<file path="src/common/dcache_settings.svh">
`ifndef DCACHE_SETTINGS_SVH
`define DCACHE_SETTINGS_SVH

// Address and word widths, the bus word equals the cache word
`define DC_ADDR_W     16
`define DC_DATA_W     32

// Cache geometry
`define DC_LINE_LOG2  4
`define DC_SETS_LOG2  4
`define DC_WAYS       2

// Derived widths
`define DC_WORD_LOG2  ($clog2(`DC_DATA_W / 8))
`define DC_BEAT_W     (`DC_LINE_LOG2 - `DC_WORD_LOG2)
`define DC_TAG_W      (`DC_ADDR_W - `DC_SETS_LOG2 - `DC_LINE_LOG2)
`define DC_WAY_W      ($clog2(`DC_WAYS))

`endif

</file>
<file path="src/common/dcache_pkg.sv">
`include "dcache_settings.svh"

package dcache_pkg;

   typedef logic [`DC_ADDR_W-1:0]                 paddr_t;
   typedef logic [`DC_DATA_W-1:0]                 word_t;
   typedef logic [`DC_DATA_W/8-1:0]               wmask_t;
   typedef logic [`DC_SETS_LOG2-1:0]              set_idx_t;
   typedef logic [`DC_TAG_W-1:0]                  tag_t;
   typedef logic [`DC_BEAT_W-1:0]                 beat_t;
   typedef logic [`DC_WAY_W-1:0]                  way_t;
   // Rank 0 is the victim, all ones the most recent way
   typedef logic [`DC_WAY_W-1:0]                  lru_t;
   typedef logic [`DC_SETS_LOG2+`DC_BEAT_W-1:0]   blk_addr_t;

   typedef enum logic [2:0] {
      ST_BOOT,
      ST_IDLE,
      ST_WRITE_BACK,
      ST_WAIT_RESP,
      ST_REFILL,
      ST_READOUT
   } cache_state_e;

   // Zero mask means a read
   typedef struct packed {
      logic   valid;
      paddr_t addr;
      wmask_t wmsk;
      word_t  wdat;
   } cpu_req_t;

   typedef struct packed {
      logic hit;
      way_t hit_way;
      way_t victim_way;
      logic victim_dirty;
      tag_t victim_tag;
   } lookup_t;

   typedef struct packed {
      logic   arw_valid;
      paddr_t arw_addr;
      logic   awe;
      logic   w_valid;
      word_t  w_data;
      logic   b_ready;
      logic   r_ready;
   } bus_req_t;

   typedef struct packed {
      logic  arw_ready;
      logic  w_ready;
      logic  b_valid;
      logic  r_valid;
      word_t r_data;
   } bus_rsp_t;

endpackage

</file>
<file path="src/source/dcache_tag_store.sv">
`timescale 1ns/1ps
`include "dcache_settings.svh"

module dcache_tag_store
   import dcache_pkg::*;
(
   input  logic         clk,
   input  logic         rst_n,
   input  cache_state_e state,
   input  set_idx_t     rd_set,
   input  set_idx_t     boot_set,
   input  cpu_req_t     s1_req,
   output lookup_t      lookup
);

   logic                valid_mem [`DC_WAYS][(1 << `DC_SETS_LOG2)];
   logic                dirty_mem [`DC_WAYS][(1 << `DC_SETS_LOG2)];
   tag_t                tag_mem   [`DC_WAYS][(1 << `DC_SETS_LOG2)];
   lru_t                lru_mem   [`DC_WAYS][(1 << `DC_SETS_LOG2)];

   logic [`DC_WAYS-1:0] rd_valid;
   logic [`DC_WAYS-1:0] rd_dirty;
   tag_t [`DC_WAYS-1:0] rd_tag;
   lru_t [`DC_WAYS-1:0] rd_lru;
   logic [`DC_WAYS-1:0] wr_valid;
   logic [`DC_WAYS-1:0] wr_dirty;
   tag_t [`DC_WAYS-1:0] wr_tag;
   lru_t [`DC_WAYS-1:0] wr_lru;
   logic [`DC_WAYS-1:0] match;
   lru_t                thresh;
   way_t                hit_way;
   way_t                victim;
   set_idx_t            wr_set;
   tag_t                req_tag;
   logic                req_write;
   logic                tag_we;
   logic                lru_we;
   logic                rd_en;

   assign req_tag   = s1_req.addr[`DC_ADDR_W-1 -: `DC_TAG_W];
   assign req_write = |s1_req.wmsk;

   always_comb
   begin
      match   = '0;
      thresh  = '0;
      hit_way = '0;
      victim  = '0;
      for (int w = 0; w < `DC_WAYS; w++)
      begin
         match[w] = rd_valid[w] && (rd_tag[w] == req_tag);
         if (match[w])
         begin
            thresh  = rd_lru[w];
            hit_way = way_t'(w);
         end
         if (rd_lru[w] == '0)
            victim = way_t'(w);
      end
      lookup.hit          = |match;
      lookup.hit_way      = hit_way;
      lookup.victim_way   = victim;
      lookup.victim_dirty = rd_dirty[victim];
      lookup.victim_tag   = rd_tag[victim];
   end

   always_comb
   begin
      wr_set   = s1_req.addr[`DC_LINE_LOG2 +: `DC_SETS_LOG2];
      wr_valid = rd_valid;
      wr_dirty = rd_dirty;
      wr_tag   = rd_tag;
      wr_lru   = rd_lru;
      tag_we   = 1'b0;
      lru_we   = 1'b0;
      if (state == ST_BOOT)
      begin
         wr_set   = boot_set;
         wr_valid = '0;
         wr_dirty = '0;
         wr_tag   = '0;
         tag_we   = 1'b1;
         lru_we   = 1'b1;
         for (int w = 0; w < `DC_WAYS; w++)
            wr_lru[w] = lru_t'(w);
      end
      else if (state == ST_IDLE && s1_req.valid && lookup.hit)
      begin
         // Promote the hit way, ranks above it step down
         tag_we = req_write;
         lru_we = 1'b1;
         for (int w = 0; w < `DC_WAYS; w++)
         begin
            if (match[w])
            begin
               wr_lru[w]   = '1;
               wr_dirty[w] = rd_dirty[w] || req_write;
            end
            else
               wr_lru[w] = lru_t'(rd_lru[w] - lru_t'(rd_lru[w] > thresh));
         end
      end
      else if (state == ST_IDLE && s1_req.valid)
      begin
         // Victim takes the new line, refill follows
         tag_we           = 1'b1;
         wr_valid[victim] = 1'b1;
         wr_dirty[victim] = 1'b0;
         wr_tag[victim]   = req_tag;
      end
   end

   always_ff @(posedge clk)
   begin
      for (int w = 0; w < `DC_WAYS; w++)
      begin
         if (tag_we)
         begin
            valid_mem[w][wr_set] <= wr_valid[w];
            dirty_mem[w][wr_set] <= wr_dirty[w];
            tag_mem[w][wr_set]   <= wr_tag[w];
         end
         if (lru_we)
            lru_mem[w][wr_set] <= wr_lru[w];
      end
   end

   // Readout refreshes the held set after a refill
   assign rd_en = (state == ST_IDLE && !(s1_req.valid && !lookup.hit))
                  || (state == ST_READOUT);

   always_ff @(posedge clk or negedge rst_n)
   begin
      if (!rst_n)
      begin
         rd_valid <= '0;
         rd_dirty <= '0;
         rd_tag   <= '0;
         rd_lru   <= '0;
      end
      else if (rd_en)
      begin
         for (int w = 0; w < `DC_WAYS; w++)
         begin
            // Same-set write in this cycle wins over the array
            if (tag_we && wr_set == rd_set)
            begin
               rd_valid[w] <= wr_valid[w];
               rd_dirty[w] <= wr_dirty[w];
               rd_tag[w]   <= wr_tag[w];
            end
            else
            begin
               rd_valid[w] <= valid_mem[w][rd_set];
               rd_dirty[w] <= dirty_mem[w][rd_set];
               rd_tag[w]   <= tag_mem[w][rd_set];
            end
            if (lru_we && wr_set == rd_set)
               rd_lru[w] <= wr_lru[w];
            else
               rd_lru[w] <= lru_mem[w][rd_set];
         end
      end
   end

endmodule

</file>
<file path="config.mk">
export PLATFORM = sky130hd
export DESIGN_NAME = dcache_tag_store
export DESIGN_NICKNAME = d
export VERILOG_FILES = /design/src/common/dcache_pkg.sv /design/src/source/dcache_tag_store.sv
export VERILOG_INCLUDE_DIRS = /design/src /design/src/common
export SDC_FILE = /design/constraint.sdc
export NUM_CORES = 1
export LEC_CHECK = 0
export ABC_CLOCK_PERIOD_IN_PS = 4500
export BUFFER_PORTS_ARGS = -buffer_cell sky130_fd_sc_hd__buf_2
export CORE_MARGIN = 3
export CORE_UTILIZATION = 60
export DETAILED_ROUTE_END_ITERATION = 8
export PLACE_DENSITY = 0.78
export SKIP_CTS_REPAIR_TIMING = 1
export SLEW_MARGIN = 20
export SYNTH_ARGS = -nofsm -noshare
export SYNTH_HDL_FRONTEND = slang
export SYNTH_SLANG_ARGS = --single-unit
</file>
<file path="constraint.sdc">
create_clock -name clk -period 4.5 [get_ports clk]
set_input_delay 0.225 -clock clk [delete_from_list [all_inputs] [get_ports clk]]
set_output_delay 0.225 -clock clk [all_outputs]
set_load 0.01 [all_outputs]
</file>
; ---- Word level (Yosys, flattened, before mapping)
; Memory sizes are Yosys's and may differ from the RTL's.
; Index checks and enable logic that the tools add are counted.
[classes]
n_eq_ne = 5
n_reduce_logical = 18
mux = 75
magnitude_cmp = 7
n_addsub = 2
bitwise = 5
[ops]
columns = operator, n
row1 = $mux 128, 1
row2 = $mux 16, 5
row3 = $mux 8, 10
row4 = $bmux 8 s4, 2
row5 = $mux 1, 37
row6 = $demux 8 s4, 1
row7 = $bmux 1 s4, 6
row8 = $bwmux 16, 1
row9 = $eq 8x8->1, 2
row10 = $mux 2, 8
row11 = $ge 5x5->1 const B, 2
row12 = $logic_and 1x1->1, 10
row13 = $not 4->5, 2
row14 = $demux 8 s1, 1
row15 = $lt 5x1->1 const B, 1
row16 = $demux 1 s4, 1
row17 = $eq 4x4->1, 1
row18 = $mux 4, 1
row19 = $reduce_or 4->1, 1
row20 = $eq 3x1->1 const B, 1
row21 = $eq 3x3->1 const B, 1
row22 = $logic_not 3->1, 1
row23 = $logic_or 1x1->1, 3
row24 = $and 2x2->2, 1
row25 = other kinds (9), 12
[totals]
elab_cells = 122
reg_bits = 22
memories = 4
mem_bits_rw = 352
[memory_table]
columns = memory, words, width, read_ports, rd_clocked_by_memory_dff, write_ports, line_no
row1 = tag_mem, 2, 128, 2, 0, 2, dcache_tag_store.sv:18  ; tag_t tag_mem [`DC_WAYS][(1 << `DC_SETS_LOG2)];
row2 = dirty_mem, 2, 16, 2, 0, 2, dcache_tag_store.sv:17  ; logic dirty_mem [`DC_WAYS][(1 << `DC_SETS_LOG2)];
row3 = lru_mem, 2, 16, 2, 0, 2, dcache_tag_store.sv:19  ; lru_t lru_mem [`DC_WAYS][(1 << `DC_SETS_LOG2)];
row4 = valid_mem, 2, 16, 2, 0, 2, dcache_tag_store.sv:16  ; logic valid_mem [`DC_WAYS][(1 << `DC_SETS_LOG2)];

; ---- Longest topological paths before layout
[logic_depth]
word_depth = 11
depth_mapped = 10

; ---- Worst setup path before layout
; No wires, ideal clock.
[synth_path]
path_kind = input-to-reg
start = input state[0]
end = memory dirty_mem[0][10] (netlist name), enable pin
setup_slack_ps = 1692
t_arrival_ps = 2411
path_stages = 5
n_path_buf = 1
required_ps = 4103
cell_sequence = or3_1 > buf_6 > mux2_4 > or3_1 > nor2_1
[synth_rtl]
columns = element, line_no
row1 = "start, declared", dcache_tag_store.sv:9  ; input cache_state_e state,
row2 = "end, declared", dcache_tag_store.sv:17

==> flow_metrics.env <==
export IMPL_vias=8075
export IMPL_remaining_drc_errors=0
export IMPL_end_kind="flip-flop"
export IMPL_first_pass_iters=5
export IMPL_clkSinkCount=374
export IMPL_critPathKind="flip-flop to flip-flop"
export IMPL_diodes=0
export IMPL_synth_cells=760
export IMPL_yosys_warnings=0
export IMPL_grt_usage_pct=25.78
export IMPL_finalSetupTns_ns=0
export IMPL_fp_dieW_um=166.0
export IMPL_tritoncts="yes"
export IMPL_drive_above_1_share_pct=33.18
export IMPL_crit_arrival_ns=3.21
export IMPL_drv_slew=0
export IMPL_synth_top_area_share_pct=68.78
export IMPL_hold_path_class="primary input to async pin"
export IMPL_cp_required_ns=4.71
export IMPL_avgSynthCellArea_um2=20.22
export IMPL_setup_slack_ns=1.502
export IMPL_wirelength_um=35120
export IMPL_num_rows=57
export IMPL_numPortBuffers=41
export IMPL_rsz0062_at_grt="false"
export IMPL_grt_pass1_wl_um=53120
export IMPL_ys_seq_elements=374
export IMPL_synth_fp_nets=826
export IMPL_ys_seq_area_share_pct=72.36
export IMPL_drtIter0Drc=1183
export IMPL_p_leak_nw=5.665
export IMPL_p_total_w=0.007898
export IMPL_syn_area_mm2=0.01537
export IMPL_final_period_utilization_pct=66.62
export IMPL_die_h_um=166.0
export IMPL_insertion_delay_ns=0.52
export IMPL_setup_viol=0
export IMPL_critPathLaunchType="flip-flop"
export IMPL_cts_htree_levels=2
export IMPL_finalHoldViolCount=0
export IMPL_synth_ff_type="edfxtp_1"
export IMPL_area_growth_pct=13.14
export IMPL_cts_root_buf="clkbuf_16"
export IMPL_p_per_area_mw_per_mm2=454.2
export IMPL_status="complete, no violations"
export IMPL_clock_fmax_mhz=333.6
export IMPL_grt_pass1_vias=8243
export IMPL_viasPerCell=6.861
export IMPL_antenna_found_initial=1
export IMPL_async_reset_ff_share_pct=5.882
export IMPL_layout_min_cycle_time_ns=2.998
export IMPL_cts_buffer_depth=3
export IMPL_skew_ns=0.01748
export IMPL_antenna_left=0
export IMPL_gp_congestion=0.8213
export IMPL_maxCapViolations=0
export IMPL_grt_max_degree=61
export IMPL_cp_max_fo=15
export IMPL_worstMarginPinSlew_ns=1.075
export IMPL_peakVddDrop_uv=382.8
export IMPL_clkTransAtPathRegs_ns=0.06
export IMPL_dieArea_mm2=0.02757
export IMPL_n_fill_cell=1434
export IMPL_core_area_mm2=0.02475
export IMPL_nets=892
export IMPL_synth_enable_flop_cells=352
export IMPL_synthTopCellsByArea="edfxtp_1, mux4_2, dfrtp_1"
export IMPL_ys_types=42
export IMPL_hpwl_um=20000
export IMPL_netlist_top_cell_by_area="edfxtp_1"
export IMPL_relSlewSlack_pct=27.97
export IMPL_grt_ovfl_total=0
export IMPL_io_pins=78
export IMPL_pre_cts_slack_ns=1.269
export IMPL_initial_core_util_pct=62.10
export IMPL_cts_buffers=38
export IMPL_detail_route_wl_per_cell_um=29.84
export IMPL_final_core_util_pct=70.26
[state kept, by name (all words and copies together) (netlist names)]
signal	flops
dirty_mem	32
rd_lru	2
valid_mem	32
rd_tag	16
tag_mem	256
rd_dirty	2
lru_mem	32
rd_valid	2
[cell usage in the layout, fill, tap and decap left out, drive strengths merged, types with 15 or more instances in the layout]
cell type	Yosys	layout
mux4	110	110
buf	16	68
mux2i	15	15
edfxtp	352	352
xnor2	18	18
dfrtp	22	22
clkbuf	27	51
mux2	19	19
nor2	34	34
o21ai	18	18
nand2	25	25
[layout make-up]
| type | count | area [µm²] | area share (%) |
|---|---|---|---|
| inverters | 7 | 26.28 | 0.1511 |
| flip-flops and latches | 374 | 11120 | 63.96 |
| clock buffers | 51 | 1084 | 6.232 |
| multi-input cells | 336 | 4130 | 23.75 |
| well taps | 324 | 405.4 | 2.331 |
| repair buffers | 69 | 464.2 | 2.670 |
| clock inverters | 16 | 157.7 | 0.9067 |
[synthesized netlist by cell type, types with 8 or more instances]
cell / instances
mux2i_1: 15
edfxtp_1: 352
clkbuf_1: 27
mux4_2: 110
and2_1: 9
a22oi_1: 9
o21ai_0: 15
nand3b_1: 8
nor2_1: 34
mux2_2: 17
dfrtp_1: 22
nand2_1: 25
nand3_1: 9
nor4_1: 14
xnor2_1: 16
[power breakdown]
group | internal (W) | total, W | switching (W) | leakage (nW)
registers | 0.00402 | 0.00408 | 0.0000614 | 3.47
clock network | 0.00186 | 0.00311 | 0.00125 | 0.602
logic | 0.000261 | 0.000704 | 0.000443 | 1.59
total | 0.00614 | 0.00790 | 0.00175 | 5.66
[metrics by stage]
stage / hold WS [ns] / cell area, µm² / std cells
after floorplan: -0.07059 / 15370 / 760
after global placement: 0.2207 / 16110 / 1109
after detailed placement: 0.2284 / 16110 / 1109
after CTS: -0.3198 / 17350 / 1176
after global routing: 0.2868 / 17390 / 1177
final: 0.2551 / 17390 / 1177
[worst paths after layout]
check / startpoint / slack (ns) / cells past startpoint / to
max reg2reg: rd_tag[12] / 1.50 / 8 / tag_mem[0][127]
min in group clk: s1_req[51] / 0.27 / 4 / rd_tag[15]
min reg2reg: rd_dirty[0] / 0.52 / 2 / rd_dirty[0]
max: rd_tag[12] / 1.50 / 8 / tag_mem[0][127]
min: rst_n / 0.26 / 2 / rd_tag[3]
max in group asynchronous: rst_n / 3.88 / 2 / rd_tag[10]
[logic make-up (layout without fill, tap and decap cells)]
family                 Yosys count  after routing  synth area share (%)
AO/OA/AOI/OAI                   43             43                 1.775
multiplexers                   144            144                 18.54
AND/OR/NAND/NOR                129            129                 4.535
buffers and inverters           50            143                 1.408
flip-flops                     374            374                 72.36
XOR/XNOR                        20             20                 1.384
[critical path, stage by stage (launching register included)]
cell and delay (ns):
dfrtp_1 0.43, xnor2_1 0.16, nand3_1 0.17, nor3_1 0.08, buf_4 0.17, o31a_1 0.42, or3_1 0.47, nor2_2 0.52
buf_12 0.26
[metal layers]
layer | wire (µm) | up-vias | global-route usage [%]
met2 | 18000 | 497 | 43.00
met4 | 1110 | 2 | 7.812
met1 | 12890 | 4196 | 35.94
met3 | 3114 | 91 | 4.285
li1 | - | 3289 | -
met5 | 7 | - | 0
No activity file was read; power rests on OpenSTA's default activity.
