### config.mk
export PLATFORM = sky130hd
export DESIGN_NAME = dcache_fsm
export DESIGN_NICKNAME = d
export VERILOG_FILES = /design/src/common/dcache_pkg.sv /design/src/source/dcache_fsm.sv
export VERILOG_INCLUDE_DIRS = /design/src /design/src/common
export SDC_FILE = /design/constraint.sdc
export NUM_CORES = 1
export LEC_CHECK = 0
export BUFFER_PORTS_ARGS = -buffer_cell sky130_fd_sc_hd__clkbuf_2
export CORE_AREA = 2 2 65 67
export DETAILED_ROUTE_END_ITERATION = 12
export DIE_AREA = 0 0 67 69
export PLACE_DENSITY = 0.88
export SLEW_MARGIN = 20
export SYNTH_ARGS = -nofsm -noshare
export SYNTH_HDL_FRONTEND = slang
export SYNTH_SLANG_ARGS = --single-unit
### constraint.sdc
create_clock -name clk -period 2.4 [get_ports clk]
set_clock_uncertainty 0.2 [all_clocks]
set_input_delay 0.48 -clock clk [delete_from_list [all_inputs] [get_ports clk]]
set_output_delay 0.48 -clock clk [all_outputs]
set_load 0.01 [all_outputs]
### src/common/dcache_settings.svh
`ifndef DCACHE_SETTINGS_SVH
`define DCACHE_SETTINGS_SVH

// Address and word widths, the bus word equals the cache word
`define DC_ADDR_W     16
`define DC_DATA_W     32

// Cache geometry
`define DC_LINE_LOG2  4
`define DC_SETS_LOG2  4
`define DC_WAYS       2

// Derived widths
`define DC_WORD_LOG2  ($clog2(`DC_DATA_W / 8))
`define DC_BEAT_W     (`DC_LINE_LOG2 - `DC_WORD_LOG2)
`define DC_TAG_W      (`DC_ADDR_W - `DC_SETS_LOG2 - `DC_LINE_LOG2)
`define DC_WAY_W      ($clog2(`DC_WAYS))

`endif

### src/common/dcache_pkg.sv
`include "dcache_settings.svh"

package dcache_pkg;

   typedef logic [`DC_ADDR_W-1:0]                 paddr_t;
   typedef logic [`DC_DATA_W-1:0]                 word_t;
   typedef logic [`DC_DATA_W/8-1:0]               wmask_t;
   typedef logic [`DC_SETS_LOG2-1:0]              set_idx_t;
   typedef logic [`DC_TAG_W-1:0]                  tag_t;
   typedef logic [`DC_BEAT_W-1:0]                 beat_t;
   typedef logic [`DC_WAY_W-1:0]                  way_t;
   // Rank 0 is the victim, all ones the most recent way
   typedef logic [`DC_WAY_W-1:0]                  lru_t;
   typedef logic [`DC_SETS_LOG2+`DC_BEAT_W-1:0]   blk_addr_t;

   typedef enum logic [2:0] {
      ST_BOOT,
      ST_IDLE,
      ST_WRITE_BACK,
      ST_WAIT_RESP,
      ST_REFILL,
      ST_READOUT
   } cache_state_e;

   // Zero mask means a read
   typedef struct packed {
      logic   valid;
      paddr_t addr;
      wmask_t wmsk;
      word_t  wdat;
   } cpu_req_t;

   typedef struct packed {
      logic hit;
      way_t hit_way;
      way_t victim_way;
      logic victim_dirty;
      tag_t victim_tag;
   } lookup_t;

   typedef struct packed {
      logic   arw_valid;
      paddr_t arw_addr;
      logic   awe;
      logic   w_valid;
      word_t  w_data;
      logic   b_ready;
      logic   r_ready;
   } bus_req_t;

   typedef struct packed {
      logic  arw_ready;
      logic  w_ready;
      logic  b_valid;
      logic  r_valid;
      word_t r_data;
   } bus_rsp_t;

endpackage

### src/source/dcache_fsm.sv
`timescale 1ns/1ps
`include "dcache_settings.svh"

module dcache_fsm
   import dcache_pkg::*;
(
   input  logic         clk,
   input  logic         rst_n,
   input  cpu_req_t     s1_req,
   input  lookup_t      lookup,
   input  beat_t        beat,
   input  set_idx_t     boot_set,
   input  bus_rsp_t     bus_rsp,
   output cache_state_e state,
   output logic         beat_step,
   output bus_req_t     bus_req
);

   cache_state_e state_nxt;
   set_idx_t     s1_set;
   paddr_t       req_line;
   paddr_t       victim_line;
   paddr_t       arw_addr;
   logic         miss;
   logic         last_beat;
   logic         w_hs;
   logic         r_hs;
   logic         b_hs;
   logic         a_set;
   logic         arw_valid;
   logic         awe;
   logic         w_valid;

   assign s1_set      = s1_req.addr[`DC_LINE_LOG2 +: `DC_SETS_LOG2];
   assign req_line    = {s1_req.addr[`DC_ADDR_W-1:`DC_LINE_LOG2], {`DC_LINE_LOG2{1'b0}}};
   assign victim_line = {lookup.victim_tag, s1_set, {`DC_LINE_LOG2{1'b0}}};

   assign miss      = (state == ST_IDLE) && s1_req.valid && !lookup.hit;
   assign last_beat = &beat;
   assign w_hs      = w_valid && bus_rsp.w_ready;
   assign r_hs      = (state == ST_REFILL) && bus_rsp.r_valid;
   assign b_hs      = (state == ST_WAIT_RESP) && bus_rsp.b_valid;
   assign beat_step = w_hs || r_hs;

   always_comb
   begin
      state_nxt = state;
      case (state)
         ST_BOOT:       if (boot_set == '0) state_nxt = ST_READOUT;
         ST_IDLE:
            if (miss)
               state_nxt = lookup.victim_dirty ? ST_WRITE_BACK : ST_REFILL;
         ST_WRITE_BACK: if (w_hs && last_beat) state_nxt = ST_WAIT_RESP;
         ST_WAIT_RESP:  if (b_hs) state_nxt = ST_REFILL;
         ST_REFILL:     if (r_hs && last_beat) state_nxt = ST_READOUT;
         ST_READOUT:    state_nxt = ST_IDLE;
         default:       state_nxt = ST_IDLE;
      endcase
   end

   always_ff @(posedge clk or negedge rst_n)
   begin
      if (!rst_n)
         state <= ST_BOOT;
      else
         state <= state_nxt;
   end

   // New address phase on a miss and again after the write response
   assign a_set = miss || b_hs;

   always_ff @(posedge clk or negedge rst_n)
   begin
      if (!rst_n)
      begin
         arw_valid <= 1'b0;
         awe       <= 1'b0;
      end
      else if (a_set)
      begin
         arw_valid <= 1'b1;
         awe       <= miss && lookup.victim_dirty;
      end
      else if (arw_valid && bus_rsp.arw_ready)
         arw_valid <= 1'b0;
   end

   // Address only moves while no address phase is pending
   always_ff @(posedge clk)
   begin
      if (a_set)
         arw_addr <= (miss && lookup.victim_dirty) ? victim_line : req_line;
   end

   // Data store fetches a beat while w_valid is low, so each beat takes two cycles
   always_ff @(posedge clk or negedge rst_n)
   begin
      if (!rst_n)
         w_valid <= 1'b0;
      else if (state == ST_WRITE_BACK && bus_rsp.w_ready && !w_valid)
         w_valid <= 1'b1;
      else if (w_hs)
         w_valid <= 1'b0;
   end

   always_comb
   begin
      bus_req           = '0;
      bus_req.arw_valid = arw_valid;
      bus_req.arw_addr  = arw_addr;
      bus_req.awe       = awe;
      bus_req.w_valid   = w_valid;
      bus_req.b_ready   = (state == ST_WAIT_RESP);
      bus_req.r_ready   = 1'b1;
      // w_data comes from the data store
   end

endmodule

After elaboration in Yosys (flattened, before gate mapping) --
Index checks and enable logic that the tools add are counted.
Word-level totals: flip-flop bits (word level) 22, latch bits 0, RAM bits 0, ROM bits 0, input port bits 109, output and inout port bits 57, logic and storage cells 47, memories 0
Operators by class: add/sub/neg operators 0, multiply operators 0, div/mod/pow operators 0, $lt $le $gt $ge 0, equality and inequality tests 9, shift-type cells 0, mux-type cells 12, bitwise logic cells 0, reduce and logical (&&, ||, !) cells 21
Operator list (count):
- two-way mux 3 bit | 6
- two-way mux 16 bit | 1
- case mux 3 bit (5 select lines) | 1
- logical AND 1 bit | 11
- equality test 3 x 2 -> 1 bit (second input constant) | 2
- inequality test 2 bit (second input constant) | 3
- AND reduction 5 bit | 1
- logical NOT 4 bit | 1
- two-way mux 1 bit | 4
- inequality test 2 x 1 -> 1 bit (second input constant) | 2
- nonzero test 2 bit | 2
- equality test 3 x 1 -> 1 bit (second input constant) | 1
- equality test 3 bit (second input constant) | 1
- logical NOT 3 bit | 1
- logical NOT 1 bit | 2
- logical OR 1 bit | 2
- AND reduction 2 bit | 1

Logic depth before layout (Yosys ltp) --
Gate-level depths: netlist of run 1.
depth in word-level cells 5, mapped depth 5

Least setup slack after synthesis of run 1 --
Ideal clock, no wire load.
path type reg-to-reg, from register state[1], to register arw_addr[14] (data pin), setup time 0.262 ns, data arrival time 1.277 ns, data required time 1.938 ns, path slack 0.661 ns, stages on the path, launching flop included 5, path buffers 1, clock period less this slack 1.739 ns, cells stage by stage dfrtp_1 -> buf_4 -> and4bb_1 -> nand2_2 -> mux2_1
Between the ends: word-level cells in the longest chain between the ends 5
Ends and longest elaborated chain:
- from (decl) | line dcache_fsm.sv:14 | output cache_state_e state,
- from (signal assigned) | line dcache_fsm.sv:66 | state <= state_nxt;
- equality test 3 x 1 -> 1 bit | line dcache_fsm.sv:38 | assign miss = (state == ST_IDLE) && s1_req.valid && !lookup.hit;
- logical AND 1 bit (2 in series) | line dcache_fsm.sv:38
- logical AND 1 bit | line dcache_fsm.sv:92 | arw_addr <= (miss && lookup.victim_dirty) ? victim_line : req_line;
- two-way mux 16 bit | line dcache_fsm.sv:92
- to (signal assigned) | line dcache_fsm.sv:92
- to (decl) | line dcache_fsm.sv:23 | paddr_t arw_addr;
No other way between the ends. A chain may end at the register's enable or synchronous reset.

==> results of run 1 <==
-- final timing paths --
kind	to	slack, ns
min in group asynchronous	arw_valid	0.39
worst max-delay path	bus_req[1]	0.40
worst max register to register	arw_addr[7]	0.45
max in group asynchronous	awe	1.46
worst min-delay path	arw_addr[5]	0.21
worst min register to register	awe	0.29
-- report_power, final --
part	leakage [nW]	internal, mW	switching, mW
clock network	0.0231	0.114	0.0981
logic	0.481	0.175	0.244
registers	0.186	0.438	0.0792
total	0.690	0.726	0.422
-- stage by stage --
stage / area, sq um / hold slack, ns
after global placement: 1300 / 0.115
after global routing: 1350 / 0.208
after CTS: 1350 / 0.205
after detailed placement: 1300 / 0.118
final: 1350 / 0.207
after floorplan: 1270 / -0.0156
-- registers in the layout (all words and copies together), names as in the netlist --
register,count
awe,1
state,3
arw_valid,1
w_valid,1
arw_addr,12
-- worst max-delay path: stages, from the launching register on --
cell,delay (ns)
dfrtp_1,0.50
nor2b_2,0.30
and2_1,0.15
clkbuf_2,0.12
-- metal layers --
layer / up-vias / track usage [%]
li1: 381 / -
met1: 368 / 8.18
met2: 58 / 16.1
met3: 4 / 2.12
met4: 0 / 4.76
met5: - / 0
-- layout make-up --
type / instances / area (sq um) / share of cell area (%)
Tap cell: 50 / 62.6 / 4.63
Inverter: 4 / 15.0 / 1.11
Clock buffer: 3 / 41.3 / 3.05
Multi-Input combinational cell: 75 / 439 / 32.5
Clock inverter: 1 / 3.75 / 0.278
Timing Repair Buffer: 55 / 280 / 20.7
Sequential cell: 18 / 510 / 37.7
-- cell families after synthesis --
logic type	Yosys count	share of synthesized area (%)
buf+inv	45	28.3
mux	9	8.88
compound gates	10	6.80
flops	18	44.7
simple gates	19	10.6
other cells	2	0.658
-- cell usage after synthesis, types with 2 or more instances --
cell / n
conb_1: 2
mux2_2: 8
nand3_1: 2
o21ai_0: 2
o31ai_1: 2
dfrtp_1: 6
edfxtp_1: 12
a21oi_1: 2
nand2_1: 2
buf_4: 41
nor2_1: 2
inv_1: 4
nor2b_1: 2
nor3b_1: 3
-- placed cells by master (no fill, tap or decap), types with 2 or more instances in the layout --
| cell type | n |
|---|---|
| a21oi_1 | 2 |
| clkbuf_2 | 54 |
| clkbuf_8 | 3 |
| conb_1 | 37 |
| dfrtp_1 | 6 |
| edfxtp_1 | 12 |
| inv_1 | 4 |
| mux2_2 | 8 |
| nand2_1 | 2 |
| nand3_1 | 2 |
| nor2_1 | 2 |
| nor2b_1 | 2 |
| nor3b_1 | 3 |
| o21ai_0 | 2 |
| o31ai_1 | 2 |
==> run_results.csv, run 1 <==
group,metric,value,unit
finish,nets,266,
global_route,grt_pass1_wl,3020,um
worst_hold_path,min_path_type,"in -> reg",
sta,final_hold_viol_count,0,
clock_network,clk_transition_reported_paths,0.06,ns
power,power.static_leakage,0.690,nW
worst_hold_path,min_delay_path_depth,1,
clock_network,clk_latency_worst_skew_pair,0.25,ns
synth,yosysWarningCount,0,
critical_path,critPathLaunchType,"flip-flop",
sta,setup_viol,0,
sta,setup_total_negative_slack,0,ns
place,gp_congestion,0.793,
finish,area_delta_synth_final,18.5,%
sta,grt_setup_unrepaired,"no",
synth,synth_top_area_share,31.6,%
die,core.rowCount,23,
clock_network,clk_path_buf_depth,2,
synth,ys_seq_elements,18,
clock_network,postCtsSetupBuffers,0,
routing,wl_met2,1080,um
die,start_util,29.2,%
routing,drt.antenna.violating_nets,0,
synth,synth_area_leaders,"edfxtp_1 (32%), buf_4 (27%), dfrtp_1 (13%)",
power,power,1.15,mW
global_route,remaining_global_route_overflow,0,
synth,synth_sequential_area_ratio,44.7,%
job,max_cap_viol_count,0,
clock_network,number_of_buffers_inserted_during_clock_tree_synthesis,3,
sta,post-route-worst-setup-slack,0.395,ns
routing,drt-vias-per-instance,3.94,
global_route,antenna_found_initial,0,
finish,num_antenna_cells,0,
synth,synth_area_leader_cell,"edfxtp_1",
critical_path,worst_ep_required,1.72,ns
global_route,pin_count_of_the_biggest_net_entering_global_routing,14,
die,die-area,0.00462,sq mm
place,hpwl,1780,um
die,io-pin-count,166,
global_route,number_of_global_route_vias_before_repair,667,
synth,synth_enable_flop_cells,12,
power,power_density,849,mW/mm^2
critical_path,cp-end-kind,"primary output",
routing,first_iter_violations,29,
clock_network,cts_sinks,18,
critical_path,worst_ep_arrival_time,1.32,ns
clock_network,clock_tree_root_driver_cell,"clkbuf_8",
routing,routed_wirelength,2150,um
sta,period_utilization,83.5,%
global_route,globalRouteTotalUtil,8.61,%
finish,final_core_utilization,34.6,%
synth,synth_cell_types,27,
clock_network,cts_tree,"done",
die,horiz_die_dim,67,um
power,vdd_ir_drop_max,0.231,mV
routing,routedLengthMet1,778,um
place,numPlacedInstances,201,
synth,synth_top_flop_cell,"edfxtp_1",
finish,post_route_cells_drive_above_1_share,44.2,%
synth,postSynth.asyncResetShare,33.3,%
die,fp.coreArea,0.00391,sq mm
outcome,status,"complete, no violations",
synth,avgSynthCellArea,11.1,sq um
routing,dr.pass1.iters,2,
critical_path,worstSetupStartpoint,"state[0]",
die,die_y,69,um
worst_hold_path,hold_path_startpoint,"s1_req[41]",
clock_network,htreeDepth,1,
sta,period_needed,2.00,ns
finish,fillers,412,
clock_network,count_of_instances_resized_after_the_clock_tree_is_built,0,
critical_path,worst_flop_to_flop_path_startpoint,"state[0]",
finish,finalNonFillerCells,206,
routing,drc,0,
routing,total_number_of_vias,811,
routing,route.detailed.wl_per_inst,10.4,um
critical_path,crit_fanout,9,
clock_network,post_cts_hold_buffer_count,1,
routing,routed.top_layer,"met4",
routing,dr_wl_met3,254,um
critical_path,setup.worst_path.class,"reg -> out",
place,detailedPlace.worstSlack,0.454,ns
synth,synth_area,0.00114,sq mm
sta,report.final.slew_viol_count,0,
critical_path,worst_r2r_path_depth,3,
synth,syn-instance-count,103,
place,port_buffers,54,
sta,fmaxAchievable,499,MHz
No activity file was read; power rests on OpenSTA's default activity.
==> run 2, diff against run 1 <==
Clock period 2.4 ns to 2.07 ns, I/O delays scaled along.
==> run 2 against run 1 <==
Net effect:
- register-to-register slack worse by 0.25 ns
- sequential share of layout area is 0.62 points lower
- critical path depth stayed put
- critical path type unchanged
- first-iteration DRC count is 66% higher
- clock power is 15% higher
- sequential cell count stayed put
- worst hold slack worse by 0.067 ns
- non-clock buffer count is 3 higher
- final area is 1.7% higher
==> run_results.csv, run 2 (synthesis results as in run 1) <==
group,metric,value,unit
routing,drt.antenna.violating_nets,0,
sta,fmaxAchievable,532,MHz
critical_path,worst_ep_arrival_time,1.27,ns
worst_hold_path,hold_path_startpoint,"s1_req[41]",
die,fp.coreArea,0.00391,sq mm
sta,post-route-worst-setup-slack,0.189,ns
clock_network,cts_tree,"done",
place,port_buffers,54,
clock_network,postCtsSetupBuffers,0,
global_route,number_of_global_route_vias_before_repair,658,
global_route,pin_count_of_the_biggest_net_entering_global_routing,14,
global_route,antenna_found_initial,0,
place,detailedPlace.worstSlack,0.213,ns
finish,most_common_cell_after_layout_fill_and_taps_aside,"clkbuf_2",
sta,relative_slew_margins,65.5,%
die,die_y,69,um
clock_network,post_cts_hold_buffer_count,1,
routing,route.detailed.wl_per_inst,10.3,um
clock_network,clk_path_buf_depth,2,
critical_path,worst_ep_required,1.46,ns
critical_path,setup.worst_path.class,"reg -> out",
power,power.share.clock,17.8,%
die,io-pin-count,166,
finish,nets,269,
power,power.combinational.fraction,40.7,%
sta,setup_viol,0,
sta,final_hold_viol_count,0,
global_route,remaining_global_route_overflow,0,
finish,most-common-layout-cells,"clkbuf_2 (54), conb_1 (37), edfxtp_1 (12)",
sta,grt_setup_unrepaired,"no",
place,numPlacedInstances,204,
die,core.rowCount,23,
routing,drt-vias-per-instance,3.88,
critical_path,worst_flop_to_flop_path_startpoint,"state[1]",
finish,finalNonFillerCells,209,
finish,largest_reg_flops,12,
finish,multi_input_area,439,sq um
clock_network,cts_sinks,18,
routing,routed_wirelength,2150,um
finish,area_delta_synth_final,20.5,%
critical_path,cp-end-kind,"primary output",
finish,final-seq-area,510,sq um
finish,post_route_cells_drive_above_1_share,45.3,%
power,power_density,996,mW/mm^2
sta,setup_total_negative_slack,0,ns
routing,total_number_of_vias,810,
power,switching_share,36.1,%
place,gp_congestion,0.774,
power,power.internal,875,uW
routing,drc,0,
clock_network,htreeDepth,1,
finish,fillers,416,
clock_network,count_of_instances_resized_after_the_clock_tree_is_built,0,
finish,registers.top_by_ff_count,"arw_addr",
sta,worstMarginPinSlew,0.511,ns
place,dpl-instance-area,0.00132,sq mm
critical_path,crit_fanout,11,
die,horiz_die_dim,67,um
critical_path,worstSetupStartpoint,"state[1]",
routing,first_iter_violations,48,
sta,period_needed,1.88,ns
sta,period_utilization,90.9,%
sta,report.final.slew_viol_count,0,
clock_network,clk_transition_reported_paths,0.06,ns
global_route,globalRouteTotalUtil,8.25,%
die,die-area,0.00462,sq mm
clock_network,clock_tree_root_driver_cell,"clkbuf_8",
power,vdd_ir_drop_max,0.236,mV
global_route,grt_pass1_wl,2880,um
clock_network,clk_latency_worst_skew_pair,0.25,ns
outcome,status,"complete, no violations",
routing,dr.pass1.iters,4,
power,seqPwrFrac,41.6,%
clock_network,number_of_buffers_inserted_during_clock_tree_synthesis,3,
job,max_cap_viol_count,0,
power,power.static_leakage,0.705,nW
power,power.switching,495,uW
critical_path,critPathLaunchType,"flip-flop",
die,start_util,29.2,%
finish,largestRegisters,"arw_addr: 12 flops, state: 3 flops",
place,hpwl,1800,um
finish,final_area,0.00138,sq mm
finish,num_antenna_cells,0,
worst_hold_path,min_path_type,"in -> reg",
## run 2: area by class of cell
class / count / area share [%]
Tap cell: 50 / 4.55
Multi-Input combinational cell: 75 / 31.9
Clock inverter: 1 / 0.273
Sequential cell: 18 / 37.1
Inverter: 4 / 1.09
Clock buffer: 3 / 3.00
Timing Repair Buffer: 58 / 22.0
## run 2: worst paths after layout
| path | to | slack, ns | cells past startpoint |
|---|---|---|---|
| min in group asynchronous | arw_valid | 0.33 | 2 |
| min | arw_addr[5] | 0.14 | 1 |
| max | beat_step | 0.19 | 3 |
| max in group asynchronous | awe | 1.19 | 2 |
| max reg2reg | state[0] | 0.20 | 5 |
| min reg2reg | awe | 0.28 | 2 |
## run 2: metrics by stage
stage	total power, mW	util, %	hold slack, ns
finish	1.37	35.1	0.139
detailed placement	1.14	33.7	0.0494
CTS	1.39	35.1	0.137
floorplan	0.983	-	-0.0816
global placement	1.12	33.7	0.0493
global route	1.45	35.1	0.136
## run 2: power groups by stage
stage,combinational (mW),clock [mW],sequential [mW]
finish,0.557,0.243,0.569
global route,0.609,0.259,0.583
CTS,0.567,0.248,0.570
detailed placement,0.563,0,0.578
global placement,0.553,0,0.569
floorplan,0.370,0,0.613
## run 2: layer usage
layer,vias to the layer above,share of wire (%),GRT usage (%)
li1,387,-,-
met1,361,34,7.68
met2,58,50,15.3
met3,4,14,2.28
met4,0,1.7,4.76
met5,-,0,0
## run 2: worst max-delay path, cell delays in order (launching register included)
cell and delay (ns):
dfrtp_1 0.53, nor2_1 0.10, a32o_1 0.26, clkbuf_2 0.12
