===== src/common/dcache_settings.svh =====
`ifndef DCACHE_SETTINGS_SVH
`define DCACHE_SETTINGS_SVH

// Address and word widths, the bus word equals the cache word
`define DC_ADDR_W     16
`define DC_DATA_W     32

// Cache geometry
`define DC_LINE_LOG2  4
`define DC_SETS_LOG2  4
`define DC_WAYS       2

// Derived widths
`define DC_WORD_LOG2  ($clog2(`DC_DATA_W / 8))
`define DC_BEAT_W     (`DC_LINE_LOG2 - `DC_WORD_LOG2)
`define DC_TAG_W      (`DC_ADDR_W - `DC_SETS_LOG2 - `DC_LINE_LOG2)
`define DC_WAY_W      ($clog2(`DC_WAYS))

`endif


===== src/common/dcache_pkg.sv =====
`include "dcache_settings.svh"

package dcache_pkg;

   typedef logic [`DC_ADDR_W-1:0]                 paddr_t;
   typedef logic [`DC_DATA_W-1:0]                 word_t;
   typedef logic [`DC_DATA_W/8-1:0]               wmask_t;
   typedef logic [`DC_SETS_LOG2-1:0]              set_idx_t;
   typedef logic [`DC_TAG_W-1:0]                  tag_t;
   typedef logic [`DC_BEAT_W-1:0]                 beat_t;
   typedef logic [`DC_WAY_W-1:0]                  way_t;
   // Rank 0 is the victim, all ones the most recent way
   typedef logic [`DC_WAY_W-1:0]                  lru_t;
   typedef logic [`DC_SETS_LOG2+`DC_BEAT_W-1:0]   blk_addr_t;

   typedef enum logic [2:0] {
      ST_BOOT,
      ST_IDLE,
      ST_WRITE_BACK,
      ST_WAIT_RESP,
      ST_REFILL,
      ST_READOUT
   } cache_state_e;

   // Zero mask means a read
   typedef struct packed {
      logic   valid;
      paddr_t addr;
      wmask_t wmsk;
      word_t  wdat;
   } cpu_req_t;

   typedef struct packed {
      logic hit;
      way_t hit_way;
      way_t victim_way;
      logic victim_dirty;
      tag_t victim_tag;
   } lookup_t;

   typedef struct packed {
      logic   arw_valid;
      paddr_t arw_addr;
      logic   awe;
      logic   w_valid;
      word_t  w_data;
      logic   b_ready;
      logic   r_ready;
   } bus_req_t;

   typedef struct packed {
      logic  arw_ready;
      logic  w_ready;
      logic  b_valid;
      logic  r_valid;
      word_t r_data;
   } bus_rsp_t;

endpackage


===== src/source/dcache_beat_counter.sv =====
`timescale 1ns/1ps
`include "dcache_settings.svh"

module dcache_beat_counter
   import dcache_pkg::*;
(
   input  logic         clk,
   input  logic         rst_n,
   input  cache_state_e state,
   input  logic         beat_step,
   output beat_t        beat,
   output set_idx_t     boot_set
);

   // Shared by write-back and refill, wraps after the last beat
   always_ff @(posedge clk or negedge rst_n)
   begin
      if (!rst_n)
         beat <= '0;
      else if (beat_step)
         beat <= beat + 1'b1;
   end

   // Boot sweep walks the sets from the top down
   always_ff @(posedge clk or negedge rst_n)
   begin
      if (!rst_n)
         boot_set <= '1;
      else if (state == ST_BOOT)
         boot_set <= boot_set - 1'b1;
   end

endmodule


===== config.mk =====
export PLATFORM = sky130hd
export DESIGN_NAME = dcache_beat_counter
export DESIGN_NICKNAME = d
export VERILOG_FILES = /design/src/common/dcache_pkg.sv /design/src/source/dcache_beat_counter.sv
export VERILOG_INCLUDE_DIRS = /design/src /design/src/common
export SDC_FILE = /design/constraint.sdc
export NUM_CORES = 1
export LEC_CHECK = 0
export BUFFER_PORTS_ARGS = -buffer_cell sky130_fd_sc_hd__buf_4
export CORE_AREA = 2 2 39 41
export DETAILED_ROUTE_END_ITERATION = 12
export DIE_AREA = 0 0 41 43
export MAX_ROUTING_LAYER = met4
export PLACE_DENSITY_LB_ADDON = 0.15
export SETUP_SLACK_MARGIN = 0.1
export SKIP_LAST_GASP = 1
export SLEW_MARGIN = 0
export SYNTH_ARGS = -nofsm -noshare
export SYNTH_HDL_FRONTEND = slang
export SYNTH_SLANG_ARGS = --single-unit

===== constraint.sdc =====
create_clock -name clk -period 1.16 [get_ports clk]
set_input_delay 0.116 -clock clk [delete_from_list [all_inputs] [get_ports clk]]
set_output_delay 0.116 -clock clk [all_outputs]
set_load 0.05 [all_outputs]

==> After elaboration in Yosys (flattened, before gate mapping) <==
Index checks and enable logic that the tools add are counted.
{ "word_totals": {"regBits": 6, "latchBits": 0, "ram_bits": 0, "romBits": 0, "elab_cells": 5, "n_memories": 0} }
{ "op_classes": {"n_addsub": 2, "n_mul": 0, "div": 0, "n_lt_le_gt_ge": 0, "n_eq_ne": 0, "n_shift": 0, "n_mux": 0, "bitwise_logic": 0, "n_reduce_logical": 1} }
{ "op_table": {"columns": ["op", "n"], "rows": [
  ["$sub 4x1->4 const B", 1],
  ["$logic_not 3->1", 1],
  ["$add 2x1->2 const B", 1]
]} }

==> Longest topological paths before layout <==
Gate-level depths: netlist of the first run.
{ "depth": {"ltp_word": 1, "mapped_depth": 4} }

==> Least setup slack after synthesis of the first run <==
No wires, ideal clock.
{ "synth_path": {"path_kind": "reg2reg", "start": "register boot_set[0]", "end": "register boot_set[1]", "setup_time_ns": 0.073, "t_arrival_ns": 1.187, "required_time_ns": 1.087, "slack_ns": -0.100, "path_stages_with_launch": 4, "n_path_buf": 0, "path_cell_list": "dfstp_2 > inv_1 > ha_1 > a21oi_1"} }
{ "synth_between": {"elab_chain_cells": 1} }
{ "synth_rtl": {"columns": ["element", "line_no", "source"], "rows": [
  ["start, declared", "dcache_beat_counter.sv:12", "output set_idx_t boot_set"],
  ["start signal, assigned", "dcache_beat_counter.sv:30", "boot_set <= boot_set - 1'b1;"],
  ["$sub 4x1->4", "dcache_beat_counter.sv:30", null]
]} }
No other way between the ends.
A chain may end at the register's enable or synchronous reset.

==> Worst setup path after layout of the first run <==
{ "layout_path": {"start": "register boot_set[1]", "end": "output port boot_set[1]"} }
No word-level cell between the ends.

==> results.tsv, run 1 <==
metric	value	unit
PwrDens	3537	nW/um^2
clk root buf	clkbuf_4	
Post-Syn Area	260.3	um^2
Routed Wire Length	488	um
Detailed Place HPWL	384.5	um
Fin. Hold Viols	0	
crit path buf inv count	1	
core area	1384	um^2
Area Growth Syn to Fin	80.77	%
f_max	925.9	MHz
reported max-cap violation count	0	
post-layout util	0.3400	
worst slew pin tran	0.2749	ns
CTS Sinks	6	
CTS tree	done	
Startpoint Class	flip-flop	
Syn Inst Count	21	
Worst VDD drop	1015	uV
#FFs+latches synth	6	
CTS Buffer Depth	2	
pre-CTS setup slack	0.1529	ns
Setup Skew	0.004653	ns
crit end category	output port	
CP Cell Sequence	buf_8	
HP Class	primary input to flip-flop	
Clock Latency Late Sink	0.24	ns
H-Tree Depth	1	
Max-slew headroom	0.8162	
multiplexer share of the synthesized area	0	
Critical Path RT	1.04	ns
largest family of logic cells by synthesized area	XOR/XNOR gates	
R2R depth	3	
total power	1.664	mW
Synth Area in Adders	0.04808	
Worst path slowest cell	dfstp_2	
Initial DRC Count	1	
Compound-Gate Fraction of Synth Area	0.01923	
setup TNS	0	ns
Routed WL per cell	8.873	um
min-delay src	beat_step	
Avg Cell Area, Syn	12.39	um^2
antenna cells	0	
GRT Total Usage	0.08178	
Synth cell types	11	
CP peak stage delay	0.57	ns
worst hold endpoint	beat[0]	
Slew Limit Fails	0	
status	completed	
RR Startpoint	boot_set[1]	
share of cells above drive strength 1	0.6923	
total gr overflow	0	
Setup-failing EPs final	0	
first-pass GRT wire length	786	um
final worst path period share	0.9311	
xor and xnor fraction of the mapped netlist area	0.1683	
crit path kind	flip-flop to output port	
drt pass-1 iters	3	
RSZ-0062 raised after global routing	true	
RD Place Congestion	0.7047	
DR vias	211	
Initial Utilization	0.1881	
Clock Pin Slew Worst Setup and Hold Paths	0.05	ns
total CTS buffers	3	
drt drc	0	
Worst Hold Depth	2	
Post-Syn Nets	28	
Placement Rows	14	
nets@finish	47	
synth warn	0	
Avg Vias per Cell	3.836	
Top Ports	12	
vias in the first global route	201	
Detail Route Antenna Nets	0	
port bufs	11	
worst path arrival time	0.96	ns
r2r endpoint	boot_set[1]	
R2R Setup Slk	0.14	ns
die height	43	um
critical path's top delay family	flip-flops	
Chip Width	41	um
final setup margin	0.07992	ns
simple logic cell fraction of the synthesized area	0.1394	
fill cell count	144	
die area	1763	um^2
largest net degree at the start of global routing	7	
antenna violations before repair	0	
leakage	0.2083	nW
Max FO, Critical Path	4	
Seq/Total Area, Yosys	0.5962	
min Tclk post-route	1.080	ns
[flip-flops by register name (all words and copies together), names as in the netlist]
name / flops
boot_set: 4
beat: 2
[through the flow]
stage          hold WS [ns]  std cells  instance area (um^2)
5_1_grt             0.05579         55                 470.5
3_5_place_dp       -0.07232         48                 381.6
3_3_place_gp       -0.07437         48                 381.6
6_report            0.05608         55                 470.5
2_1_floorplan       -0.1796         21                 279.0
4_1_cts             0.04833         55                 462.9
[worst max path at each step]
stage / to / cells past startpoint / start
floorplan: boot_set[1] / 3 / boot_set[1]
global placement: boot_set[1] / 3 / boot_set[1]
detailed placement: boot_set[1] / 3 / boot_set[1]
CTS: boot_set[1] / 1 / boot_set[1]
global route: boot_set[1] / 1 / boot_set[1]
finish: boot_set[1] / 1 / boot_set[1]
[layer usage]
layer / GRT usage / part of all wire / vias up
li1: - / - / 101
met1: 0.06885 / 0.38 / 96
met2: 0.09688 / 0.45 / 12
met3: 0.04712 / 0.11 / 2
met4: 0.1200 / 0.055 / 0
met5: - / 0 / -
[cell families after synthesis]
kind of cell             Yosys count
XOR/XNOR                           5
AO/OA/AOI/OAI                      1
flip-flops                         6
AND/OR/NAND/NOR                    6
buffers and inverters              2
adder cells (fa/ha/maj)            1
[power by group]
| part | internal (mW) | switching [mW] |
|---|---|---|
| Combinational | 0.424 | 0.556 |
| Sequential | 0.369 | 0.107 |
| Clock | 0.130 | 0.0774 |
[timing repair]
action / 4_1_cts / 5_1_grt
hold buffers: 1 / 0
setup endpoints to repair: 4 / 6
resized for setup: 8 / 1
hold endpoints to repair: 6 / 0
pin swaps: 0 / 1
setup buffers: 2 / 0
[layout make-up]
type	count	area [um^2]	area share
Clock buffer	4	26.28	0.05585
Inverter	2	7.507	0.01596
Multi-Input combinational cell	13	123.9	0.2633
Sequential cell	6	155.1	0.3298
Tap cell	16	20.02	0.04255
Timing Repair Buffer	14	137.6	0.2926
[cells in the mapped netlist, drive strengths merged]
cell / instances / share of area
dfstp: 4 / 0.40
xnor2: 4 / 0.13
nand2: 3 / 0.043
dfrtp: 2 / 0.19
inv: 2 / 0.029
nor3: 2 / 0.082
a21oi: 1 / 0.019
ha: 1 / 0.048
nor2: 1 / 0.014
xor2: 1 / 0.034
[cells in the final DEF (no fill, tap or decap)]
cell           netlist  routed
a21oi_2              0       1
buf_4                0       9
buf_8                0       4
clkbuf_1             0       1
clkbuf_4             0       3
dfrtp_1              2       2
dfstp_2              4       4
dlygate4sd3_1        0       1
ha_4                 0       1
inv_2                0       2
nand2_1              3       2
nand2_2              0       1
nor2_1               1       1
nor3_1               1       1
nor3_4               1       1
xnor2_1              4       3
xnor2_2              0       1
xor2_1               1       1
Power figures use the tool's default switching activity.
==> inputs of run 2 (changes only) <==
--- a/config.mk
+++ b/config.mk
@@ -8,13 +8,13 @@
 export LEC_CHECK = 0
 export BUFFER_PORTS_ARGS = -buffer_cell sky130_fd_sc_hd__buf_4
 export CORE_AREA = 2 2 39 41
+export CTS_BUF_LIST = sky130_fd_sc_hd__clkbuf_4 sky130_fd_sc_hd__clkbuf_8
 export DETAILED_ROUTE_END_ITERATION = 12
 export DIE_AREA = 0 0 41 43
 export MAX_ROUTING_LAYER = met4
-export PLACE_DENSITY_LB_ADDON = 0.15
+export PLACE_DENSITY_LB_ADDON = 0.25
 export SETUP_SLACK_MARGIN = 0.1
 export SKIP_LAST_GASP = 1
-export SLEW_MARGIN = 0
 export SYNTH_ARGS = -nofsm -noshare
 export SYNTH_HDL_FRONTEND = slang
 export SYNTH_SLANG_ARGS = --single-unit
==> run 2 against run 1 <==
Net effect:
- register-to-register slack hardly changed
- critical path type unchanged
- sequential share of layout area is 0.26 points lower
- largest power group unchanged
- non-clock buffer count is 1 higher
- via count is 0.47% higher
- sequential power hardly changed
- total power is 1.8% higher
- flip-flop and latch count stayed put
- clock skew is 0.0011 ns higher
- clock power is 12% higher
- fmax is 0.78% higher
- global-route usage is 0.50 points lower
- design area is 0.80% higher
==> results.tsv, run 2 (synthesized netlist as in run 1, its figures left out) <==
metric	value	unit	change
status	completed		unchanged
CTS Buffer Depth	2		unchanged
Area Growth Syn to Fin	82.21	%	was 80.77%
RD Place Congestion	0.5322		was 0.7047
Fin. Hold Viols	0		unchanged
critical path's top delay family	flip-flops		unchanged
RSZ-0062 raised after global routing	true		unchanged
core area	1384	um^2	unchanged
Placed Cells	48		unchanged
PwrDens	3574	nW/um^2	was 3537 nW/um^2
HP Class	primary input to flip-flop		unchanged
nets@finish	48		was 47
Critical Path RT	1.04	ns	about the same
Routed Wire Length	496	um	was 488 um
share of cells above drive strength 1	0.7000		was 0.6923
Worst VDD drop	674.6	uV	was 1015 uV
first-pass GRT wire length	793	um	was 786 um
Max-slew headroom	0.8123		was 0.8162
port bufs	11		unchanged
CTS tree	done		unchanged
Avg Vias per Cell	3.786		was 3.836
area of the multi-input gates	116.4	um^2	was 123.9 um^2
Routed WL per cell	8.857	um	was 8.873 um
most common cell after layout, fill and taps aside	buf_4		unchanged
final worst path period share	0.9239		was 0.9311
crit path buf inv count	1		unchanged
reported max-cap violation count	0		unchanged
hold slack final	0.05440	ns	was 0.05608 ns
antenna violations before repair	0		unchanged
crit end category	output port		unchanged
CP peak stage delay	0.57	ns	about the same
Worst path slowest cell	dfstp_2		unchanged
Clock Latency Late Sink	0.24	ns	about the same
Cell Area, Placed	381.6	um^2	unchanged
total CTS buffers	3		unchanged
largest registers	boot_set (4), beat (2)		unchanged
crit path kind	flip-flop to output port		unchanged
f_max	933.1	MHz	was 925.9 MHz
drt pass-1 iters	4		was 3
Startpoint Class	flip-flop		unchanged
fill cell count	151		was 144
clk root buf	clkbuf_4		unchanged
H-Tree Depth	1		unchanged
worst slew pin tran	0.2807	ns	was 0.2749 ns
antenna cells	0		unchanged
CP Cell Sequence	buf_8		unchanged
Top Ports	12		unchanged
setup TNS	0	ns	unchanged
Detailed Place HPWL	381.8	um	was 384.5 um
Non-Filler Instances	56		was 55
drt drc	0		unchanged
Detail Route Antenna Nets	0		unchanged
Setup Skew	0.005802	ns	was 0.004653 ns
Max FO, Critical Path	3		was 4
Design Area, Final	474.2	um^2	was 470.5 um^2
GRT Total Usage	0.07676		was 0.08178
worst path arrival time	0.96	ns	about the same
die height	43	um	unchanged
vias in the first global route	196		was 201
Chip Width	41	um	unchanged
post-layout util	0.3427		was 0.3400
Setup-failing EPs final	0		unchanged
Initial Utilization	0.1881		unchanged
largest net degree at the start of global routing	7		unchanged
Biggest register	boot_set		unchanged
DR vias	212		was 211
leakage	0.2092	nW	was 0.2083 nW
Clock Pin Slew Worst Setup and Hold Paths	0.05	ns	about the same
Placement Rows	14		unchanged
min Tclk post-route	1.072	ns	was 1.080 ns
max reg flops	4		unchanged
Slew Limit Fails	0		unchanged
die area	1763	um^2	unchanged
register area	155.1	um^2	unchanged
CTS Sinks	6		unchanged
most frequent cells in the layout	10 x buf_4, 4 x xnor2_1, 4 x dfstp_2, 4 x clkbuf_4, 4 x buf_8		was 9 x buf_4, 4 x dfstp_2, 4 x buf_8
Initial DRC Count	1		unchanged
total gr overflow	0		unchanged
-- run 2: cell count changes in the layout (fill, tap and decap cells not counted), sizes merged --
cell and change:
buf +1
-- run 2: layer usage --
layer	global-route usage	vias up	share of wire
met4	0.1000	0	0.028
met1	0.07921	95	0.40
met5	-	-	0
met3	0.03141	2	0.087
li1	-	104	-
met2	0.09063	11	0.49
-- run 2: worst paths after layout --
| kind | startpoint | endpoint | slack (ns) | depth (start not counted) |
|---|---|---|---|---|
| worst max-delay path | boot_set[0] | boot_set[0] | 0.09 | 1 |
| worst min-delay path | beat_step | beat[0] | 0.05 | 2 |
| worst max register to register | boot_set[1] | boot_set[1] | 0.13 | 3 |
| worst min register to register | beat[1] | beat[1] | 0.47 | 1 |
| max in group asynchronous | rst_n | boot_set[2] | 0.74 | 2 |
| min in group asynchronous | rst_n | beat[0] | 0.22 | 2 |
-- run 2: repair_timing --
action	4_1_cts	5_1_grt
cloned	0	0
hold buffers	1	0
setup buffers	3	0
endpoints found under the hold margin	6	0
setup endpoints to repair	4	4
resized for setup	8	0
-- run 2: cell type report --
| class | instances | share of cell area |
|---|---|---|
| timing repair buffer | 15 | 0.3061 |
| clock buffer | 4 | 0.06332 |
| multi-input combinational | 13 | 0.2454 |
| sequential | 6 | 0.3272 |
| tap | 16 | 0.04222 |
| inverter | 2 | 0.01583 |
-- run 2: through the flow --
stage / power (mW) / worst slack [ns]
5_1_grt: 1.773 / 0.05687
4_1_cts: 1.713 / 0.08131
3_3_place_gp: 1.257 / 0.1608
6_report: 1.695 / 0.08826
2_1_floorplan: 1.051 / -0.02823
3_5_place_dp: 1.277 / 0.1480
-- run 2: power breakdown --
part	leakage, nW	total (mW)	switching [mW]	internal (mW)
Combinational	0.125	0.986	0.556	0.430
Sequential	0.0654	0.477	0.107	0.369
Clock	0.0184	0.232	0.0782	0.154
Total	0.209	1.69	0.741	0.953
==> inputs of run 3 (changes only) <==
==> constraint.sdc (replaced) <==
create_clock -name clk -period 1.2 [get_ports clk]
set_input_delay 0.12 -clock clk [delete_from_list [all_inputs] [get_ports clk]]
set_output_delay 0.12 -clock clk [all_outputs]
set_load 0.05 [all_outputs]
==> run 3 against run 2 <==
Net effect:
- design area decreased by 2.4%
- critical path depth unchanged
- sequential power decreased by 4%
- die area unchanged
- flip-flop and latch count unchanged
- utilization decreased by 0.81 points
- register-to-register slack improved by 0.05 ns
- cell count decreased by 1.8%
- clock power decreased by 3%
==> results.tsv, run 3 (synthesized netlist as in run 1, its figures left out) <==
metric	value	unit	change
status	completed		unchanged
die height	43	um	unchanged
antenna cells	0		unchanged
RD Place Congestion	0.5322		unchanged
die area	1763	um^2	unchanged
Biggest register	boot_set		unchanged
Clock Pin Slew Worst Setup and Hold Paths	0.05	ns	about the same
vias in the first global route	185		was 196
total CTS buffers	3		unchanged
NetSw	707.5	uW	was 741.2 uW
Placed Cells	48		unchanged
Detail Route Antenna Nets	0		unchanged
Top Ports	12		unchanged
crit end category	output port		unchanged
worst slew pin tran	0.2786	ns	was 0.2807 ns
Design Area, Final	462.9	um^2	was 474.2 um^2
share of cells above drive strength 1	0.6923		was 0.7000
GRT Total Usage	0.07261		was 0.07676
Chip Width	41	um	unchanged
DR vias	211		was 212
H-Tree Depth	1		unchanged
total gr overflow	0		unchanged
Placement Rows	14		unchanged
HP Class	primary input to flip-flop		unchanged
PwrDens	3452	nW/um^2	was 3574 nW/um^2
Routed Wire Length	479	um	was 496 um
leakage	0.2030	nW	was 0.2092 nW
sw frac	0.4427		was 0.4374
Fin. Hold Viols	0		unchanged
total power	1.598	mW	was 1.695 mW
drt pass-1 iters	3		was 4
final worst path period share	0.8934		
Setup Skew	0.005548	ns	was 0.005802 ns
critical path's top delay family	flip-flops		unchanged
port bufs	11		unchanged
final setup margin	0.1280	ns	was 0.08826 ns
Avg Vias per Cell	3.836		was 3.786
setup TNS	0	ns	unchanged
Setup-failing EPs final	0		unchanged
largest net degree at the start of global routing	7		unchanged
CTS Buffer Depth	2		unchanged
f_max	932.8	MHz	
Internal Power	890.8	uW	was 953.4 uW
Initial Utilization	0.1881		unchanged
Max FO, Critical Path	3		unchanged
crit path kind	flip-flop to output port		unchanged
Slew Limit Fails	0		unchanged
Non-Filler Instances	55		was 56
core area	1384	um^2	unchanged
Startpoint Class	flip-flop		unchanged
Routed WL per cell	8.709	um	was 8.857 um
Initial DRC Count	1		unchanged
Clock power frac	0.141		was 0.137
most common cell after layout, fill and taps aside	buf_4		unchanged
max reg flops	4		unchanged
most frequent cells in the layout	9 x buf_4, 4 x xnor2_1, 4 x dfstp_2, 4 x clkbuf_4, 3 x buf_8		was 10 x buf_4, 4 x xnor2_1, 4 x dfstp_2, 4 x clkbuf_4, 4 x buf_8
fill cell count	147		was 151
Area Growth Syn to Fin	77.88	%	was 82.21%
largest registers	boot_set (4), beat (2)		unchanged
Worst path slowest cell	dfstp_2		unchanged
Cell Area, Placed	381.6	um^2	unchanged
min Tclk post-route	1.072	ns	
Comb power frac	0.572		was 0.582
power share of the sequential group	0.287		was 0.281
first-pass GRT wire length	752	um	was 793 um
nets@finish	47		was 48
antenna violations before repair	0		unchanged
RSZ-0062 raised after global routing	true		unchanged
CTS Sinks	6		unchanged
CTS tree	done		unchanged
Max-slew headroom	0.8137		was 0.8123
Detailed Place HPWL	381.8	um	unchanged
Worst VDD drop	688.2	uV	was 674.6 uV
CP Cell Sequence	buf_8		unchanged
Critical Path RT	1.08	ns	was 1.04 ns
crit path buf inv count	1		unchanged
CP peak stage delay	0.56	ns	was 0.57 ns
area of the multi-input gates	116.4	um^2	unchanged
pre-CTS setup slack	0.1880	ns	was 0.1480 ns
drt drc	0		unchanged
worst path arrival time	0.95	ns	was 0.96 ns
register area	155.1	um^2	unchanged
Clock Latency Late Sink	0.24	ns	about the same
clk root buf	clkbuf_4		unchanged
reported max-cap violation count	0		unchanged
run 3: worst paths after layout:
path | start | endpoint | slack, ns | cells past startpoint
max in group asynchronous | rst_n | boot_set[1] | 0.77 | 2
hold reg to reg | beat[1] | beat[1] | 0.47 | 1
setup / recovery | boot_set[0] | boot_set[0] | 0.13 | 1
hold / removal | beat_step | beat[0] | 0.06 | 2
setup reg to reg | boot_set[1] | boot_set[1] | 0.18 | 3
min in group asynchronous | rst_n | beat[0] | 0.23 | 2
run 3: power groups by stage:
stage / Clock [mW] / Sequential (mW) / Combinational [mW]
3_3_place_gp: 0 / 0.445 / 0.769
6_report: 0.226 / 0.458 / 0.914
2_1_floorplan: 0 / 0.813 / 0.204
4_1_cts: 0.232 / 0.461 / 0.816
5_1_grt: 0.249 / 0.472 / 0.952
3_5_place_dp: 0 / 0.454 / 0.780
run 3: final cells by class:
type                    instances  area share
clock buffers                   4     0.06486
repair buffers                 14      0.2892
flip-flops and latches          6      0.3351
well taps                      16     0.04324
multi-input cells              13      0.2514
inverters                       2     0.01622
run 3: timing repair:
item,CTS,global route
endpoints found under the hold margin,6,0
setup endpoints to repair,3,4
resized for setup,3,4
hold buffers,1,0
setup buffers,0,2
run 3: layer usage:
metal  vias to the layer above  wire length (um)  GRT usage
li1                        101                 -          -
met3                         2                37    0.03141
met4                         0                14     0.1000
met5                         -                 0          -
met2                         9               236    0.07813
met1                        99               190    0.07921
run 3: through the flow:
step                      hold slack [ns]  utilization
final                             0.05746       0.3345
after detailed placement         -0.07129       0.2758
after floorplan                   -0.1756            -
after global routing              0.05594       0.3345
after CTS                         0.05409       0.3128
after global placement           -0.07198       0.2758
